==> src/design/trellis_cfg.svh <==
// Trellis front end configuration
`ifndef TRELLIS_CFG_SVH
`define TRELLIS_CFG_SVH

// ----------------------------------------------------------------------
// number formats
// ----------------------------------------------------------------------
// I and Q sample width from the carrier loop
`define SAMPLE_W 18
// decoder phase error width
`define PHERR_W 10
// loop feedback word width
`define PHFB_W 8
// kept phase error bits move up by this much
`define PHFB_SHIFT 3

// ----------------------------------------------------------------------
// timing
// ----------------------------------------------------------------------
// doubler pipeline depth
`define DBL_LAT 2
// taps in the mid-symbol delay line
`define ROT_TAP 4
`define TRELL_TAP 11

// ----------------------------------------------------------------------
// DAC monitor
// ----------------------------------------------------------------------
`define DAC_CHANNELS 3
// zero bits below the phase error on a DAC word
`define DAC_PAD 8

`endif

==> src/design/trellisPkg.sv <==
// Trellis front end types
`default_nettype none

`include "trellis_cfg.svh"

package trellisPkg;

  // ----------------------------------------------------------------------
  // samples
  // ----------------------------------------------------------------------
  // one signed I or Q value
  typedef logic signed [`SAMPLE_W-1:0] sample_t;

  // complex sample, i in the upper half
  typedef struct packed {
    sample_t i;
    sample_t q;
  } iqSample_t;

  // one-cycle qualifiers, symEn marks the first sample of a symbol
  typedef struct packed {
    logic symEn;
    logic sym2xEn;
  } symStrobe_t;

  // ----------------------------------------------------------------------
  // phase error path
  // ----------------------------------------------------------------------
  // raw decoder phase error
  typedef logic signed [`PHERR_W-1:0] phErr_t;
  // scaled feedback into the carrier loop
  typedef logic signed [`PHFB_W-1:0] phFb_t;

  // ----------------------------------------------------------------------
  // DAC monitor
  // ----------------------------------------------------------------------
  // per-channel source select, unused codes fall back to phase error
  typedef enum logic [1:0] {
    dacSelI     = 2'd0,
    dacSelQ     = 2'd1,
    dacSelPhErr = 2'd2
  } dacSel_t;

  // one DAC word plus its sync pulse
  typedef struct packed {
    logic                 sync;
    logic [`SAMPLE_W-1:0] data;
  } dacChannel_t;

endpackage

`default_nettype wire

==> src/design/dacMonitorMux.sv <==
// DAC monitor mux
`timescale 1ns/1ps
`default_nettype none

`include "trellis_cfg.svh"

module dacMonitorMux (
  input  logic                                        clk,
  input  logic                                        rstN,
  input  trellisPkg::dacSel_t    [`DAC_CHANNELS-1:0]  dacSelect,
  input  trellisPkg::iqSample_t                       sampleIn,
  input  trellisPkg::symStrobe_t                      strobeIn,
  input  trellisPkg::symStrobe_t                      strobeX2,
  input  trellisPkg::phErr_t                          phaseError,
  output trellisPkg::dacChannel_t [`DAC_CHANNELS-1:0] dacOut
);
  import trellisPkg::*;

  // phase error left justified on the DAC
  logic [`SAMPLE_W-1:0] phErrWord;

  assign phErrWord = {phaseError, {`DAC_PAD{1'b0}}};

  // ----------------------------------------------------------------------
  // one registered selector per channel
  // ----------------------------------------------------------------------
  for (genvar ch = 0; ch < `DAC_CHANNELS; ch++) begin : gChan
    dacChannel_t chReg;

    always_ff @(posedge clk or negedge rstN) begin
      if (!rstN) begin
        chReg <= '0;
      end else begin
        case (dacSelect[ch])
          // raw loop outputs, synced on every sample
          dacSelI: begin
            chReg.data <= sampleIn.i;
            chReg.sync <= strobeIn.sym2xEn;
          end
          dacSelQ: begin
            chReg.data <= sampleIn.q;
            chReg.sync <= strobeIn.sym2xEn;
          end
          // dacSelPhErr and spare codes, synced once a symbol
          default: begin
            chReg.data <= phErrWord;
            chReg.sync <= strobeX2.symEn;
          end
        endcase
      end
    end

    assign dacOut[ch] = chReg;
  end

endmodule

`default_nettype wire

==> src/design/iqSatDoubler.sv <==
// Saturating IQ doubler
`timescale 1ns/1ps
`default_nettype none

`include "trellis_cfg.svh"

module iqSatDoubler (
  input  logic                   clk,
  input  logic                   rstN,
  input  trellisPkg::symStrobe_t strobeIn,
  input  trellisPkg::iqSample_t  sampleIn,
  output trellisPkg::symStrobe_t strobeX2,
  output trellisPkg::iqSample_t  sampleX2
);
  import trellisPkg::*;

  // symmetric clip limits, the most negative code stays out
  localparam sample_t sampleMax = {1'b0, {(`SAMPLE_W-1){1'b1}}};
  localparam sample_t sampleMin = -sampleMax;

  // strobe-qualified sample, first stage
  iqSample_t  capSample;
  // strobe pipe matching the sample path
  symStrobe_t strobeSr [`DBL_LAT];

  // twice the input, clipped to +/- full scale
  function automatic sample_t satDouble(input sample_t d);
    logic signed [`SAMPLE_W:0] dbl;
    dbl = {d, 1'b0};
    if (dbl > sampleMax) begin
      satDouble = sampleMax;
    end else if (dbl < sampleMin) begin
      satDouble = sampleMin;
    end else begin
      satDouble = dbl[`SAMPLE_W-1:0];
    end
  endfunction

  // ----------------------------------------------------------------------
  // sample path
  // ----------------------------------------------------------------------
  always_ff @(posedge clk or negedge rstN) begin
    if (!rstN) begin
      capSample <= '0;
      sampleX2  <= '0;
    end else begin
      // capture on either strobe
      if (strobeIn.symEn | strobeIn.sym2xEn) begin
        capSample <= sampleIn;
      end
      // held capture just keeps re-doubling to the same value
      sampleX2.i <= satDouble(capSample.i);
      sampleX2.q <= satDouble(capSample.q);
    end
  end

  // ----------------------------------------------------------------------
  // strobe alignment
  // ----------------------------------------------------------------------
  // two deep so back to back strobes both get through
  always_ff @(posedge clk or negedge rstN) begin
    if (!rstN) begin
      for (int k = 0; k < `DBL_LAT; k++) begin
        strobeSr[k] <= '0;
      end
    end else begin
      strobeSr[0] <= strobeIn;
      for (int k = 1; k < `DBL_LAT; k++) begin
        strobeSr[k] <= strobeSr[k-1];
      end
    end
  end

  assign strobeX2 = strobeSr[`DBL_LAT-1];

  // clipping is symmetric, so -2^17 never reaches the filters
  noMinCode: assert property (@(posedge clk) disable iff (!rstN)
    sampleX2.i != {1'b1, {(`SAMPLE_W-1){1'b0}}})
    else $error("sampleX2.i hit the most negative code");

endmodule

`default_nettype wire

==> src/design/midSymbolTimer.sv <==
// Mid-symbol strobe taps
`timescale 1ns/1ps
`default_nettype none

`include "trellis_cfg.svh"

module midSymbolTimer (
  input  logic                   clk,
  input  logic                   rstN,
  input  trellisPkg::symStrobe_t strobeX2,
  output logic                   rotEna,
  output logic                   trellEna
);

  // second sample of the symbol
  logic                midSym;
  // bit n carries midSym from n+1 cycles back
  logic [`TRELL_TAP:0] midSr;

  assign midSym = strobeX2.sym2xEn & ~strobeX2.symEn;

  always_ff @(posedge clk or negedge rstN) begin
    if (!rstN) begin
      midSr <= '0;
    end else begin
      midSr <= {midSr[`TRELL_TAP-1:0], midSym};
    end
  end

  // rotator fires first, decoder once rotator outputs settle
  assign rotEna   = midSr[`ROT_TAP];
  assign trellEna = midSr[`TRELL_TAP];

  // decoder enable lags the rotator by a fixed gap
  rotToTrell: assert property (@(posedge clk) disable iff (!rstN)
    rotEna |-> ##(`TRELL_TAP - `ROT_TAP) trellEna)
    else $error("trellEna missing after rotEna");

endmodule

`default_nettype wire

==> src/design/phaseErrorScaler.sv <==
// Phase error feedback scaler
`timescale 1ns/1ps
`default_nettype none

`include "trellis_cfg.svh"

module phaseErrorScaler (
  input  logic               clk,
  input  logic               rstN,
  input  trellisPkg::phErr_t phaseError,
  output trellisPkg::phFb_t  phaseErrorFb
);
  import trellisPkg::*;

  // low phase error bits that survive the shift
  localparam int keepW = `PHFB_W - `PHFB_SHIFT;
  // clip levels, symmetric about zero
  localparam phFb_t fbMax = {1'b0, {(`PHFB_W-1){1'b1}}};
  localparam phFb_t fbMin = -fbMax;

  // sign bit plus everything above the kept bits
  logic [`PHERR_W-keepW:0] topBits;
  // first stage
  phFb_t shifted;
  logic  ovPos;
  logic  ovNeg;

  assign topBits = phaseError[`PHERR_W-1:keepW-1];

  // ----------------------------------------------------------------------
  // stage 1, shift and overflow detect
  // ----------------------------------------------------------------------
  always_ff @(posedge clk or negedge rstN) begin
    if (!rstN) begin
      shifted <= '0;
      ovPos   <= 1'b0;
      ovNeg   <= 1'b0;
    end else begin
      shifted <= {phaseError[keepW-1:0], {`PHFB_SHIFT{1'b0}}};
      // not a clean sign extension means the shift would wrap
      ovPos   <= ~phaseError[`PHERR_W-1] & (|topBits);
      ovNeg   <= phaseError[`PHERR_W-1] & ~(&topBits);
    end
  end

  // ----------------------------------------------------------------------
  // stage 2, pick clipped or shifted word
  // ----------------------------------------------------------------------
  always_ff @(posedge clk or negedge rstN) begin
    if (!rstN) begin
      phaseErrorFb <= '0;
    end else if (ovPos) begin
      phaseErrorFb <= fbMax;
    end else if (ovNeg) begin
      phaseErrorFb <= fbMin;
    end else begin
      phaseErrorFb <= shifted;
    end
  end

  // flags come from opposite signs
  ovExclusive: assert property (@(posedge clk) disable iff (!rstN)
    !(ovPos && ovNeg))
    else $error("phase error overflow flagged both ways");

endmodule

`default_nettype wire

==> src/design/trellisFrontEnd.sv <==
// Trellis demodulator front end
`timescale 1ns/1ps
`default_nettype none

`include "trellis_cfg.svh"

module trellisFrontEnd (
  input  logic                                        clk,
  input  logic                                        rstN,
  input  trellisPkg::iqSample_t                       sampleIn,
  input  trellisPkg::symStrobe_t                      strobeIn,
  input  trellisPkg::phErr_t                          phaseError,
  input  trellisPkg::dacSel_t    [`DAC_CHANNELS-1:0]  dacSelect,
  output trellisPkg::iqSample_t                       sampleX2,
  output trellisPkg::symStrobe_t                      strobeX2,
  output logic                                        rotEna,
  output logic                                        trellEna,
  output trellisPkg::phFb_t                           phaseErrorFb,
  output trellisPkg::dacChannel_t [`DAC_CHANNELS-1:0] dacOut
);

  // ----------------------------------------------------------------------
  // sample side
  // ----------------------------------------------------------------------
  // undo the half scale of the loop's complex multiply
  iqSatDoubler u_doubler (
    .clk      (clk),
    .rstN     (rstN),
    .strobeIn (strobeIn),
    .sampleIn (sampleIn),
    .strobeX2 (strobeX2),
    .sampleX2 (sampleX2)
  );

  // rotator and decoder enables off the aligned strobes
  midSymbolTimer u_timer (
    .clk      (clk),
    .rstN     (rstN),
    .strobeX2 (strobeX2),
    .rotEna   (rotEna),
    .trellEna (trellEna)
  );

  // ----------------------------------------------------------------------
  // decoder side
  // ----------------------------------------------------------------------
  // feedback into the carrier loop
  phaseErrorScaler u_scaler (
    .clk          (clk),
    .rstN         (rstN),
    .phaseError   (phaseError),
    .phaseErrorFb (phaseErrorFb)
  );

  // lab monitor outputs
  dacMonitorMux u_dacMux (
    .clk        (clk),
    .rstN       (rstN),
    .dacSelect  (dacSelect),
    .sampleIn   (sampleIn),
    .strobeIn   (strobeIn),
    .strobeX2   (strobeX2),
    .phaseError (phaseError),
    .dacOut     (dacOut)
  );

endmodule

`default_nettype wire

==> config.mk <==
export PLATFORM = sky130hd
export DESIGN_NAME = trellisFrontEnd
export DESIGN_NICKNAME = d
export VERILOG_FILES = /design/src/design/trellisPkg.sv /design/src/design/dacMonitorMux.sv /design/src/design/iqSatDoubler.sv /design/src/design/midSymbolTimer.sv /design/src/design/phaseErrorScaler.sv /design/src/design/trellisFrontEnd.sv
export VERILOG_INCLUDE_DIRS = /design/src /design/src/design
export SDC_FILE = /design/constraint.sdc
export NUM_CORES = 1
export LEC_CHECK = 0
export ABC_AREA = 1
export BUFFER_PORTS_ARGS = -buffer_cell sky130_fd_sc_hd__buf_2
export CAP_MARGIN = 20
export CORE_ASPECT_RATIO = 0.7
export CORE_UTILIZATION = 50
export CTS_BUF_LIST = sky130_fd_sc_hd__clkbuf_8
export DETAILED_ROUTE_END_ITERATION = 16
export PLACE_DENSITY_LB_ADDON = 0.2
export SLEW_MARGIN = 15
export SYNTH_ARGS = -nofsm -noshare
export SYNTH_HDL_FRONTEND = slang
export SYNTH_HIERARCHICAL = 1
export SYNTH_SLANG_ARGS = --single-unit
==> constraint.sdc <==
create_clock -name clk -period 1.9 [get_ports clk]
set_input_delay 0.19 -clock clk [delete_from_list [all_inputs] [get_ports clk]]
set_output_delay 0.19 -clock clk [all_outputs]
set_load 0.02 [all_outputs]
[Word-level counts from Yosys, hierarchy flattened]
Cells that the tools add are included.
Operators by class
  magnitude comparators: 4
  equality and inequality tests: 3
  multiplexer cells: 9
  bitwise operators: 7
  reductions and logical operators: 5
Operators by type and width (number)
  case mux 19 bit (2 select lines): 3
  2-to-1 mux 18 bit: 4
  > comparator 19 x 18 -> 1 bit, second input constant: 2
  less-than comparator 19 x 18 -> 1 bit, second input constant: 2
  2-to-1 mux 8 bit: 2
  == test 2 x 1 -> 1 bit, second input constant: 3
  logical NOT 2 bit: 3
  AND reduction 6 bit: 1
  OR reduction 6 bit: 1
  AND 1 bit: 3
  inverter 1 bit: 3
  bitwise OR 1 bit: 1
Storage, ports and cells
  register bits after elaboration: 160
  bits of input ports: 56
  output and inout bits: 105

[Logic depth before layout (Yosys ltp)]
Gate-level depths: netlist (run 1).
  depth after elaboration: 3
  depth in mapped cells: 7

[Cells and area by module]
The synthesis (run 1) kept the hierarchy.
Modules (own cells, without submodules)
  iqSatDoubler: instances 1, cells each 237, area an instance 3007.9 µm², seq. area each 1901.8 µm²
  dacMonitorMux: instances 1, cells each 261, area an instance 2362.3 µm², seq. area each 1426.4 µm²
  phaseErrorScaler: instances 1, cells each 39, area an instance 450.4 µm², seq. area each 350.3 µm²
  midSymbolTimer: instances 1, cells each 14, area an instance 310.3 µm², seq. area each 300.3 µm²

[Worst setup path after synthesis (run 1)]
Ideal clock, no wire load.
  path kind: reg-to-reg
  from: register u_doubler/capSample[22] (netlist name)
  to: register u_doubler/sampleX2[26] (netlist name)
  arrival time: 0.957 ns
  slack: 0.819 ns
  cell stages (with the launch flop): 8
  clock period less this slack: 1.081 ns
  cells stage by stage: dfrtp_1 nor2_1 nand2_1 nor2_1 nand2_1 nand2_4 buf_6 a21oi_1
Between the ends
  cells in the longest elaborated chain, start to end: 3
  elaborated cells between the ends (all ways): 4
  those cells by class: 2 x order compare; 2 x mux
Ends and longest elaborated chain
  start, declared: line iqSatDoubler.sv:22  | iqSample_t capSample;
  start signal, assigned: line iqSatDoubler.sv:49  | capSample <= sampleIn;
  less-than comparator 19 x 18 -> 1 bit: line iqSatDoubler.sv:32  | end else if (dbl < sampleMin) begin
  2-to-1 mux 18 bit: line iqSatDoubler.sv:32
  2-to-1 mux 18 bit *: line iqSatDoubler.sv:30  | if (dbl > sampleMax) begin
Mark *: on every way between the ends. The rest lies on a longest branch, timed or not.
A chain may end at the register's enable or synchronous reset.

[Final worst setup path (run 1)]
  from: register u_doubler/capSample[17] (netlist name)
  to: register u_doubler/sampleX2[5] (netlist name)
Between the ends
  cells in the longest elaborated chain, start to end: 3
  elaborated cells between the ends (all ways): 4
  those cells by class: 2 x order compare; 2 x mux
Ends and longest elaborated chain (line)
  less-than comparator 19 x 18 -> 1 bit: iqSatDoubler.sv:32
  2-to-1 mux 18 bit: iqSatDoubler.sv:32
  2-to-1 mux 18 bit *: iqSatDoubler.sv:30
Marked as above.

==> results of run 1 <==
-- registers in the layout (all words and copies together), names as in the netlist --
name / count
u_doubler/capSample: 36
u_doubler/strobeX2: 2
u_scaler/shifted: 5
u_doubler/sampleX2: 36
u_scaler/ovNeg: 1
u_scaler/phaseErrorFb: 7
u_scaler/ovPos: 1
u_dacMux/dacOut: 57
u_doubler/strobeSr: 2
u_timer/midSr: 12
-- logic make-up after synthesis --
group | count (synthesis) | share of synthesized area, %
compound gates | 61 | 5.10
simple gates | 246 | 17.6
flops | 159 | 64.9
mux | 34 | 7.22
buf+inv | 51 | 5.22
-- critical path, delay by kind of cell (launching register included) --
family / cells / cell delay [ns]
AOI/OAI and AO/OA: 1 / 0.06
DFF: 1 / 0.84
and+or+nand+nor: 2 / 0.34
-- Yosys cell counts, types with 2 or more instances --
| cell type | n |
|---|---|
| nand3_1 | 62 |
| nor2_2 | 2 |
| buf_4 | 8 |
| nand2_1 | 115 |
| nor2_4 | 3 |
| a21oi_2 | 2 |
| mux2_2 | 18 |
| nor2_8 | 2 |
| clkbuf_1 | 2 |
| nor2_1 | 60 |
| mux2_4 | 16 |
| inv_2 | 5 |
| a21oi_1 | 32 |
| buf_2 | 9 |
| inv_1 | 17 |
| o21ai_0 | 27 |
| nand2_4 | 2 |
| dfrtp_1 | 159 |
| buf_6 | 8 |
-- power by group --
part,internal [µW],switching (µW),total (µW)
registers,3670,157,3830
clock network,1410,1240,2650
logic,413,770,1180
total,5500,2160,7660
-- metal layers --
| layer | wire, µm | up-vias | track usage (%) |
|---|---|---|---|
| li1 | - | 2119 | - |
| met1 | 6930 | 2227 | 37.1 |
| met2 | 6780 | 213 | 37.5 |
| met3 | 1070 | 23 | 4.67 |
| met4 | 286 | 0 | 9.36 |
| met5 | 0 | - | 0 |
-- per-stage QoR --
stage                     power, µW  util [%]  instance area [µm²]  hold slack (ns)  worst slack [ns]
after floorplan                4570         -                 6130           -0.106             0.819
after global placement         5030      59.1                 6980            0.138             0.612
after detailed placement       5060      59.1                 6980            0.140             0.571
after CTS                      7720      63.8                 7530       0.00000133             0.540
after global routing           8000      63.8                 7530          0.00790             0.426
final                          7660      63.8                 7530           0.0189             0.503
-- timing repair --
| action | in CTS | in global routing |
|---|---|---|
| hold endpoints to repair | 53 | 0 |
| setup endpoints to repair | 0 | 0 |
| buffers inserted | 0 | 0 |
| hold buffers | 12 | 0 |
-- final timing paths --
check                                                         start                                to  cells after the start
min in group asynchronous                                      rstN       u_timer/midSr[11]$_DFF_PN0_                      2
max in group asynchronous                                      rstN  u_doubler/sampleX2[34]$_DFF_PN0_                      3
worst min-delay path                                   sampleIn[19]     u_dacMux/dacOut[39]$_DFF_PN0_                      3
worst max register to register  u_doubler/capSample[17]$_DFFE_PN0P_   u_doubler/sampleX2[5]$_DFF_PN0_                      3
worst max-delay path            u_doubler/capSample[17]$_DFFE_PN0P_   u_doubler/sampleX2[5]$_DFF_PN0_                      3
worst min register to register           u_timer/midSr[1]$_DFF_PN0_        u_timer/midSr[2]$_DFF_PN0_                      0
-- final cells by class --
cell class / count / area (µm²) / area share [%]
Sequential cell: 159 / 3980 / 52.8
Multi-Input combinational cell: 341 / 1840 / 24.4
Timing Repair Buffer: 177 / 1000 / 13.3
Clock buffer: 20 / 275 / 3.65
Tap cell: 157 / 196 / 2.61
Clock inverter: 12 / 160 / 2.13
Inverter: 22 / 82.6 / 1.10
==> impl_results.md, run 1 <==
* CP max FO at 20
* Ys Warns at 6
* N_diodes at 0
* Setup Skew at roughly 0.014 ns
* Crit path kind: reg2reg
* Gpl congestion at 0.863
* Max_cap viols at 0
* Via density at 5.16
* Pleak at ~0.0038 µW
* Top post-synthesis cells by area: dfrtp_1, nand2_1, nand3_1
* Ys flop type: dfrtp_1
* Synth area leader: dfrtp_1
* Fill count at 984
* Via count at 4582
* Syn Nets at 607
* Post-DP HPWL at 10700 µm
* Placed cells at about 840
* Critical Path AT at about 1.7 ns
* Post-Layout Cell Count at 888
* 1st-iter DRT viols at roughly 430
* Total Routing Usage GR at 25.2%
* NumNets Final at 774
* R2r setup slk at 0.50 ns
* Clock tree buffer depth at 2
* Total CTS buffers at 17
* Fin. Hold Viols at 0
* Pin count of the biggest net entering global routing at 47
* TritonCTS clock tree: done
* Layout cells sized above 1 at approximately a third
* Routed len/inst at 17.0 µm
* Wirelength, routed at 15100 µm
* # port buffers at between 150 and 200
* Chip width at 134 µm
* Top cell type's share of synthesized area at between 60% and 70%
* Initial antenna violation count at 0
* CP cell instances: nor2_8 > nor2_1 > a21oi_1
* Seq cells post-synth at ~160
* Synth cell types at 21
* Leading cell types in the layout, fill and taps excluded: buf_2, dfrtp_1, nand2_1, nand3_1, nor2_1
* Fmax at 0.716 GHz
* Hold WC Path Type: in2reg
* Sequential share of the synthesized area at 64.9%
* Total global routing overflow at 0
* Mapped Avg Cell Area at 11.1 µm²
* RSZ-0062 raised after global routing: false
* Worst slew margin at 49.6%
* Setup-failing EPs final at 0
* Power Density at ~1000 nW/µm²
* Antenna Nets Post-Route at 0
* Setup crit end kind: flop
* Slowest cell on crit path: dfrtp_1
* Crit path required time at 2.19 ns
* Number of enable flip-flop cells after synthesis at 0
* Vias in the first global route at 4392
* Clock root buffer: clkbuf_8
* Initial core utilization at between 50% and 60%
* Final worst path period share at about three quarters
* Min Clock Period, post-route at 1.40 ns
* Post-Syn Area at slightly above 6000 µm²
* Worst slew pin tran at 0.756 ns
* Clk sinks at around 160
* Area Growth Syn to Fin at 22.9%
* Drt pass-1 iters at 5
* Cell Rows at 33
* DRC at 0
* Final TNS setup at 0 ns
* Core area at 11800 µm²
* Boundary Pins at approximately 160
* Die height at 94.6 µm
* Status: finished clean
* Clk Latency, worst-skew pair at between 0.4 and 0.5 ns
* Post-synth ARST share at 100%
* Clk pin slew, worst setup/hold paths at 0.09 ns
* Crit path launch type: flop
* First-pass GRT wire length at 23500 µm
* Slew Viols, Final at 0
* H-tree Lvls at 4
* Post-cts repair resize count at 0
* Die area at ~13000 µm²
* Synthesized netlist cell count at 551
* Highest ir drop seen on vdd at 0.602 mV
* Slowest stage delay, CP at 0.84 ns
Note: power is estimated with default switching activity, not from simulation.
==> run 2, diff against run 1 <==
Settings changed: CORE_UTILIZATION 50 to 49.
Clock period 1.9 ns to 1.2 ns, I/O delays scaled along.
==> impl_results.md, run 2 (synthesized netlist as in run 1, its figures left out) <==
* Status: finished, violations left
* Failing checks: setup timing
* Die height at ~96 µm
* Crit path required time at 1.58 ns
* Setup ws final at -0.0280 ns
* Via density at between 5 and 6
* Critical Path AT at 1.61 ns
* Final worst path period share at 102%
* Total Routing Usage GR at 26.1%
* Clk pin slew, worst setup/hold paths at approximately 0.09 ns
* Setup crit end kind: flop
* Routed len/inst at 17.9 µm
* Worst R2R Path Depth at 7
* Slowest stage delay, CP at 0.43 ns
* Post-DP Area at 7100 µm²
* Chip width at roughly 140 µm
* Total global routing overflow at 0
* Initial core utilization at 51.4%
* Pin count of the biggest net entering global routing at 38
* Max reg flops at 57
* Clk sinks at 159
* Pint at 8670 µW
* Worst slew margin at between 60 and 70%
* First-pass GRT wire length at between 20000 and 25000 µm
* Antenna Nets Post-Route at 0
* Post-DP HPWL at 11200 µm
* Total CTS buffers at 17
* Power Density at 1470 nW/µm²
* Combinational share of power at 18.5%
* Setup-failing EPs final at 8
* Initial antenna violation count at 0
* Final TNS setup at -0.161 ns
* Commonest non-fill, non-tap cell in the layout: dfrtp_1
* RSZ-0062 raised after global routing: true
* Clk Latency, worst-skew pair at 0.44 ns
* Pleak at 0.00415 µW
* H-tree Lvls at 4
* R2r setup slk at -0.03 ns
* Highest ir drop seen on vdd at roughly 0.80 mV
* Crit path launch type: flop
* TritonCTS clock tree: done
* # port buffers at 160
* R2r startpoint: u_doubler/capSample[5]$_DFFE_PN0P_
* Clock Power Share at 32.3%
* Fmax at 0.814 GHz
* Fin. Hold Viols at 0
* Slew Viols, Final at 0
* P_sw at 3600 µW
* Switch share at 29.4%
* Reg2reg end: u_doubler/sampleX2[0]$_DFF_PN0_
* N_diodes at 0
* Area Growth Syn to Fin at 36.2%
* Via count at ~5000
* Clock root buffer: clkbuf_8
* CP max FO at 8
* Post-Layout Cell Count at about 950
* Gpl congestion at ~0.81
* Slowest cell on crit path: dfrtp_1
* Worst slew pin tran at 0.534 ns
* Crit path kind: reg2reg
* Hold path cells at 3
* Hold wc startpoint: strobeIn[0]
* Die area at 13000 µm²
* CP cell instances: nor2_2 > nand2_1 > nor2_2 > nand2_2 > nand2_4 > nand2_2 > nand2_1
* Max_cap viols at 0
* Boundary Pins at ~160
* Cell Rows at 33
* Drt pass-1 iters at 5
* Layout cells sized above 1 at 37.5%
* Core area at 11900 µm²
* Wirelength, routed at 17100 µm
* Final Cell Area at 8350 µm²
* Hold Worst Slack at roughly 0.023 ns
* Vias in the first global route at ~4800
* Placed cells at 857
* NumNets Final at ~840
* Leading cell types in the layout, fill and taps excluded: dfrtp_1, buf_2, nand2_1, nand3_1, nor2_1
* Setup Skew at 0.0108 ns
* DRC at 0
* Worst Hold End: u_dacMux/dacOut[37]$_DFF_PN0_
* Hold WC Path Type: in2reg
* Min Clock Period, post-route at 1.23 ns
* Flop pwr share at 49.2%
* Clock tree buffer depth at 2
* 1st-iter DRT viols at 362
-- run 2: worst max-delay path by stage --
stage	slack (ns)	endpoint	cells past startpoint	from
after floorplan	0.12	u_doubler/sampleX2[26]$_DFF_PN0_	7	u_doubler/capSample[22]$_DFFE_PN0P_
after global placement	0.009	u_doubler/sampleX2[30]$_DFF_PN0_	6	u_doubler/capSample[24]$_DFFE_PN0P_
after detailed placement	-0.01	u_doubler/sampleX2[20]$_DFF_PN0_	6	u_doubler/capSample[21]$_DFFE_PN0P_
after CTS	-0.005	strobeX2[1]	1	u_doubler/strobeX2[1]$_DFF_PN0_
after global routing	-0.14	u_doubler/sampleX2[0]$_DFF_PN0_	7	u_doubler/capSample[5]$_DFFE_PN0P_
final	-0.03	u_doubler/sampleX2[0]$_DFF_PN0_	7	u_doubler/capSample[5]$_DFFE_PN0P_
-- run 2: timing repair --
| action | CTS | global route |
|---|---|---|
| buffers inserted | 0 | 18 |
| pin swaps | 1 | 16 |
| setup endpoints to repair | 16 | 50 |
| gates resized for setup | 4 | 44 |
| hold buffers | 56 | 1 |
| gates cloned | 1 | 5 |
| endpoints found under the hold margin | 256 | 1 |
-- run 2: per-layer routing --
layer	vias up	part of all wire, %	global-route usage (%)
met5	-	0	0
met4	0	1.5	8.71
met3	29	7.9	7.81
met2	230	47	40.2
met1	2476	44	35.6
li1	2251	-	-
-- run 2: power by group through the flow --
stage                     combinational, µW  clock (µW)  sequential (µW)
final                                  2270        3960             6040
after global routing                   2440        4230             6080
after CTS                              2100        4010             6040
after detailed placement               1930           0             6130
after global placement                 1900           0             6120
after floorplan                         717           0             6510
-- run 2: worst max-delay path: cells and delay by family, from the launching register on --
kind          cells  cell delay (ns)
flops             1             0.43
simple gates      7             0.73
-- run 2: area by class of cell --
cell class	instances	area, µm²
Sequential cell	159	3980
Fill cell	869	3580
Multi-Input combinational cell	345	2000
Timing Repair Buffer	236	1690
Clock buffer	19	262
Tap cell	157	196
Clock inverter	13	136
Inverter	22	82.6
-- run 2: through the flow --
stage	worst slack (ns)	util, %	total power (µW)
floorplan	0.119	-	7230
global placement	0.00851	59.5	8030
detailed placement	-0.0145	59.5	8060
CTS	-0.00541	67.7	12100
global route	-0.141	70.0	12800
finish	-0.0280	70.0	12300
==> run 3, diff against run 2 <==
Settings changed: PLACE_DENSITY_LB_ADDON 0.2 to 0.05.
==> impl_results.md, run 3 (synthesized netlist as in run 1, its figures left out) <==
* Status: finished, violations left
* Failing checks: setup timing
* Gpl congestion at roughly 0.85
* Setup Skew at around 0.014 ns
* Worst slew margin at 73.8%
* Total CTS buffers at 17
* Slew Viols, Final at 0
* CP max FO at 5
* Initial core utilization at 51.4%
* Antenna Nets Post-Route at 0
* Most frequent CP cell: nand2_4
* Total Routing Usage GR at 26.7%
* H-tree Lvls at 4
* First-pass GRT wire length at 25200 µm
* Fmax at 0.823 GHz
* Critical path buffers and inverters at 0
* Die area at 13000 µm²
* Drt pass-1 iters at 9
* Crit path required time at 1.52 ns
* Area Growth Syn to Fin at 35.4%
* Via count at 4873
* CP delay by family, top: simple AND/OR/NAND/NOR gates
* Worst R2R Path Depth at 6
* Commonest non-fill, non-tap cell in the layout: dfrtp_1
* Layout cells sized above 1 at 34.3%
* Max reg flops at 57
* Final worst path period share at 101%
* Post-DP HPWL at 11200 µm
* Fill count at 890
* RSZ-0062 raised after global routing: true
* Clock tree buffer depth at 2
* Leading cell types in the layout, fill and taps excluded: dfrtp_1, buf_2, nand2_1, nand3_1, nor2_1
* Max_cap viols at 0
* Setup crit end kind: flop
* Clk Latency, worst-skew pair at 0.44 ns
* Clock root buffer: clkbuf_8
* Critical Path AT at ~1.5 ns
* Routed len/inst at 17.7 µm
* 1st-iter DRT viols at 480
* Worst slew pin tran at approximately 0.39 ns
* Power Density at 1510 nW/µm²
* Min Clock Period, post-route at 1.22 ns
* Post-Place Setup Slack at 0.00643 ns
* Total global routing overflow at 0
* Cell Rows at 33
* DRC at 0
* Hold WC Path Type: in2reg
* # port buffers at 160
* Hold path cells at 1
* Fin. Hold Viols at 0
* Initial antenna violation count at 1
* Crit path launch type: flop
* Clk sinks at 159
* Die height at between 90 and 100 µm
* Setup ws final at -0.0151 ns
* Pleak at roughly 0.0042 µW
* Setup-failing EPs final at 7
* Slowest stage delay, CP at 0.42 ns
* Total chip power at between 10000 and 15000 µW
* Vias in the first global route at 4730
* Wirelength, routed at roughly 17000 µm
* Chip width at 136 µm
* TritonCTS clock tree: done
* Clk pin slew, worst setup/hold paths at ~0.090 ns
* Pin count of the biggest net entering global routing at between 40 and 50
* CP cell instances: nor2_1 > nand2_1 > nor2_2 > nand2_4 > nand2_4 > a21oi_1
* Slowest cell on crit path: dfrtp_1
* NumNets Final at 839
* Via density at 5.11
* Critical path depth at 6
* Hold Worst Slack at about 0.0094 ns
* Highest ir drop seen on vdd at about 0.8 mV
* Core area at 11900 µm²
* Boundary Pins at 161
* Crit path kind: reg2reg
-- run 3: cell count changes in the layout (fill, tap and decap cells not counted), sizes merged, moves of 2 or more --
| cell | change |
|---|---|
| bufinv | +2 |
| clkbuf | -2 |
| clkinvlp | -3 |
| diode | +2 |
| dlygate4sd3 | +4 |
-- run 3: power by group --
| group | total, µW | internal [µW] | switching [µW] |
|---|---|---|---|
| Combinational | 2190 | 862 | 1330 |
| Clock | 4280 | 2260 | 2020 |
| Sequential | 6030 | 5810 | 215 |
-- run 3: timing repair --
item,4_1_cts,5_1_grt
hold buffers,60,1
cloned,0,6
resized for setup,0,23
pin swaps,0,14
hold endpoints to repair,255,1
setup endpoints to repair,10,56
buffers inserted,1,5
-- run 3: worst reg2reg max path, stage by stage, from the launching register on --
cell and delay [ns]:
dfrtp_1 0.42, nor2_1 0.11, nand2_1 0.08, nor2_2 0.17
nand2_4 0.11, nand2_4 0.12, a21oi_1 0.08
-- run 3: layer usage --
layer | share of wire [%] | track usage [%] | vias up | wire, µm
met1 | 44 | 37.9 | 2357 | 7480
li1 | - | - | 2253 | -
met2 | 45 | 39.9 | 223 | 7570
met5 | 0 | 0 | - | 0
met3 | 8.6 | 5.74 | 40 | 1450
met4 | 2.2 | 11.4 | 0 | 374
-- run 3: path summary, 6_finish.rpt --
| kind | to | slack, ns | startpoint |
|---|---|---|---|
| worst max-delay path | u_doubler/sampleX2[24]$_DFF_PN0_ | -0.02 | u_doubler/capSample[30]$_DFFE_PN0P_ |
| worst min-delay path | u_scaler/shifted[4]$_DFF_PN0_ | 0.009 | phaseError[1] |
| worst max register to register | u_doubler/sampleX2[24]$_DFF_PN0_ | -0.02 | u_doubler/capSample[30]$_DFFE_PN0P_ |
| worst min register to register | u_timer/midSr[11]$_DFF_PN0_ | 0.35 | u_timer/midSr[10]$_DFF_PN0_ |
| max in group asynchronous | u_dacMux/dacOut[49]$_DFF_PN0_ | 0.50 | rstN |
| min in group asynchronous | u_timer/midSr[11]$_DFF_PN0_ | 0.14 | rstN |
-- run 3: final cells by class --
cell class              count  area [µm²]  share of cell area, %
flip-flops and latches    159        3980                   48.0
diodes                      2        5.00                 0.0603
inverters                  22        82.6                  0.995
clock buffers              17         234                   2.82
multi-input cells         345        1900                   22.9
clock inverters            14         190                   2.29
well taps                 157         196                   2.37
repair buffers            238        1710                   20.6
-- run 3: metrics by stage --
stage	area, µm²	utilization [%]	setup TNS, ns	std cells
global route	8300	69.5	-1.20	952
finish	8300	69.6	-0.0475	954
detailed placement	7170	60.1	0	865
global placement	7170	60.1	0	865
CTS	8200	68.8	-0.0742	957
floorplan	6130	-	0	551
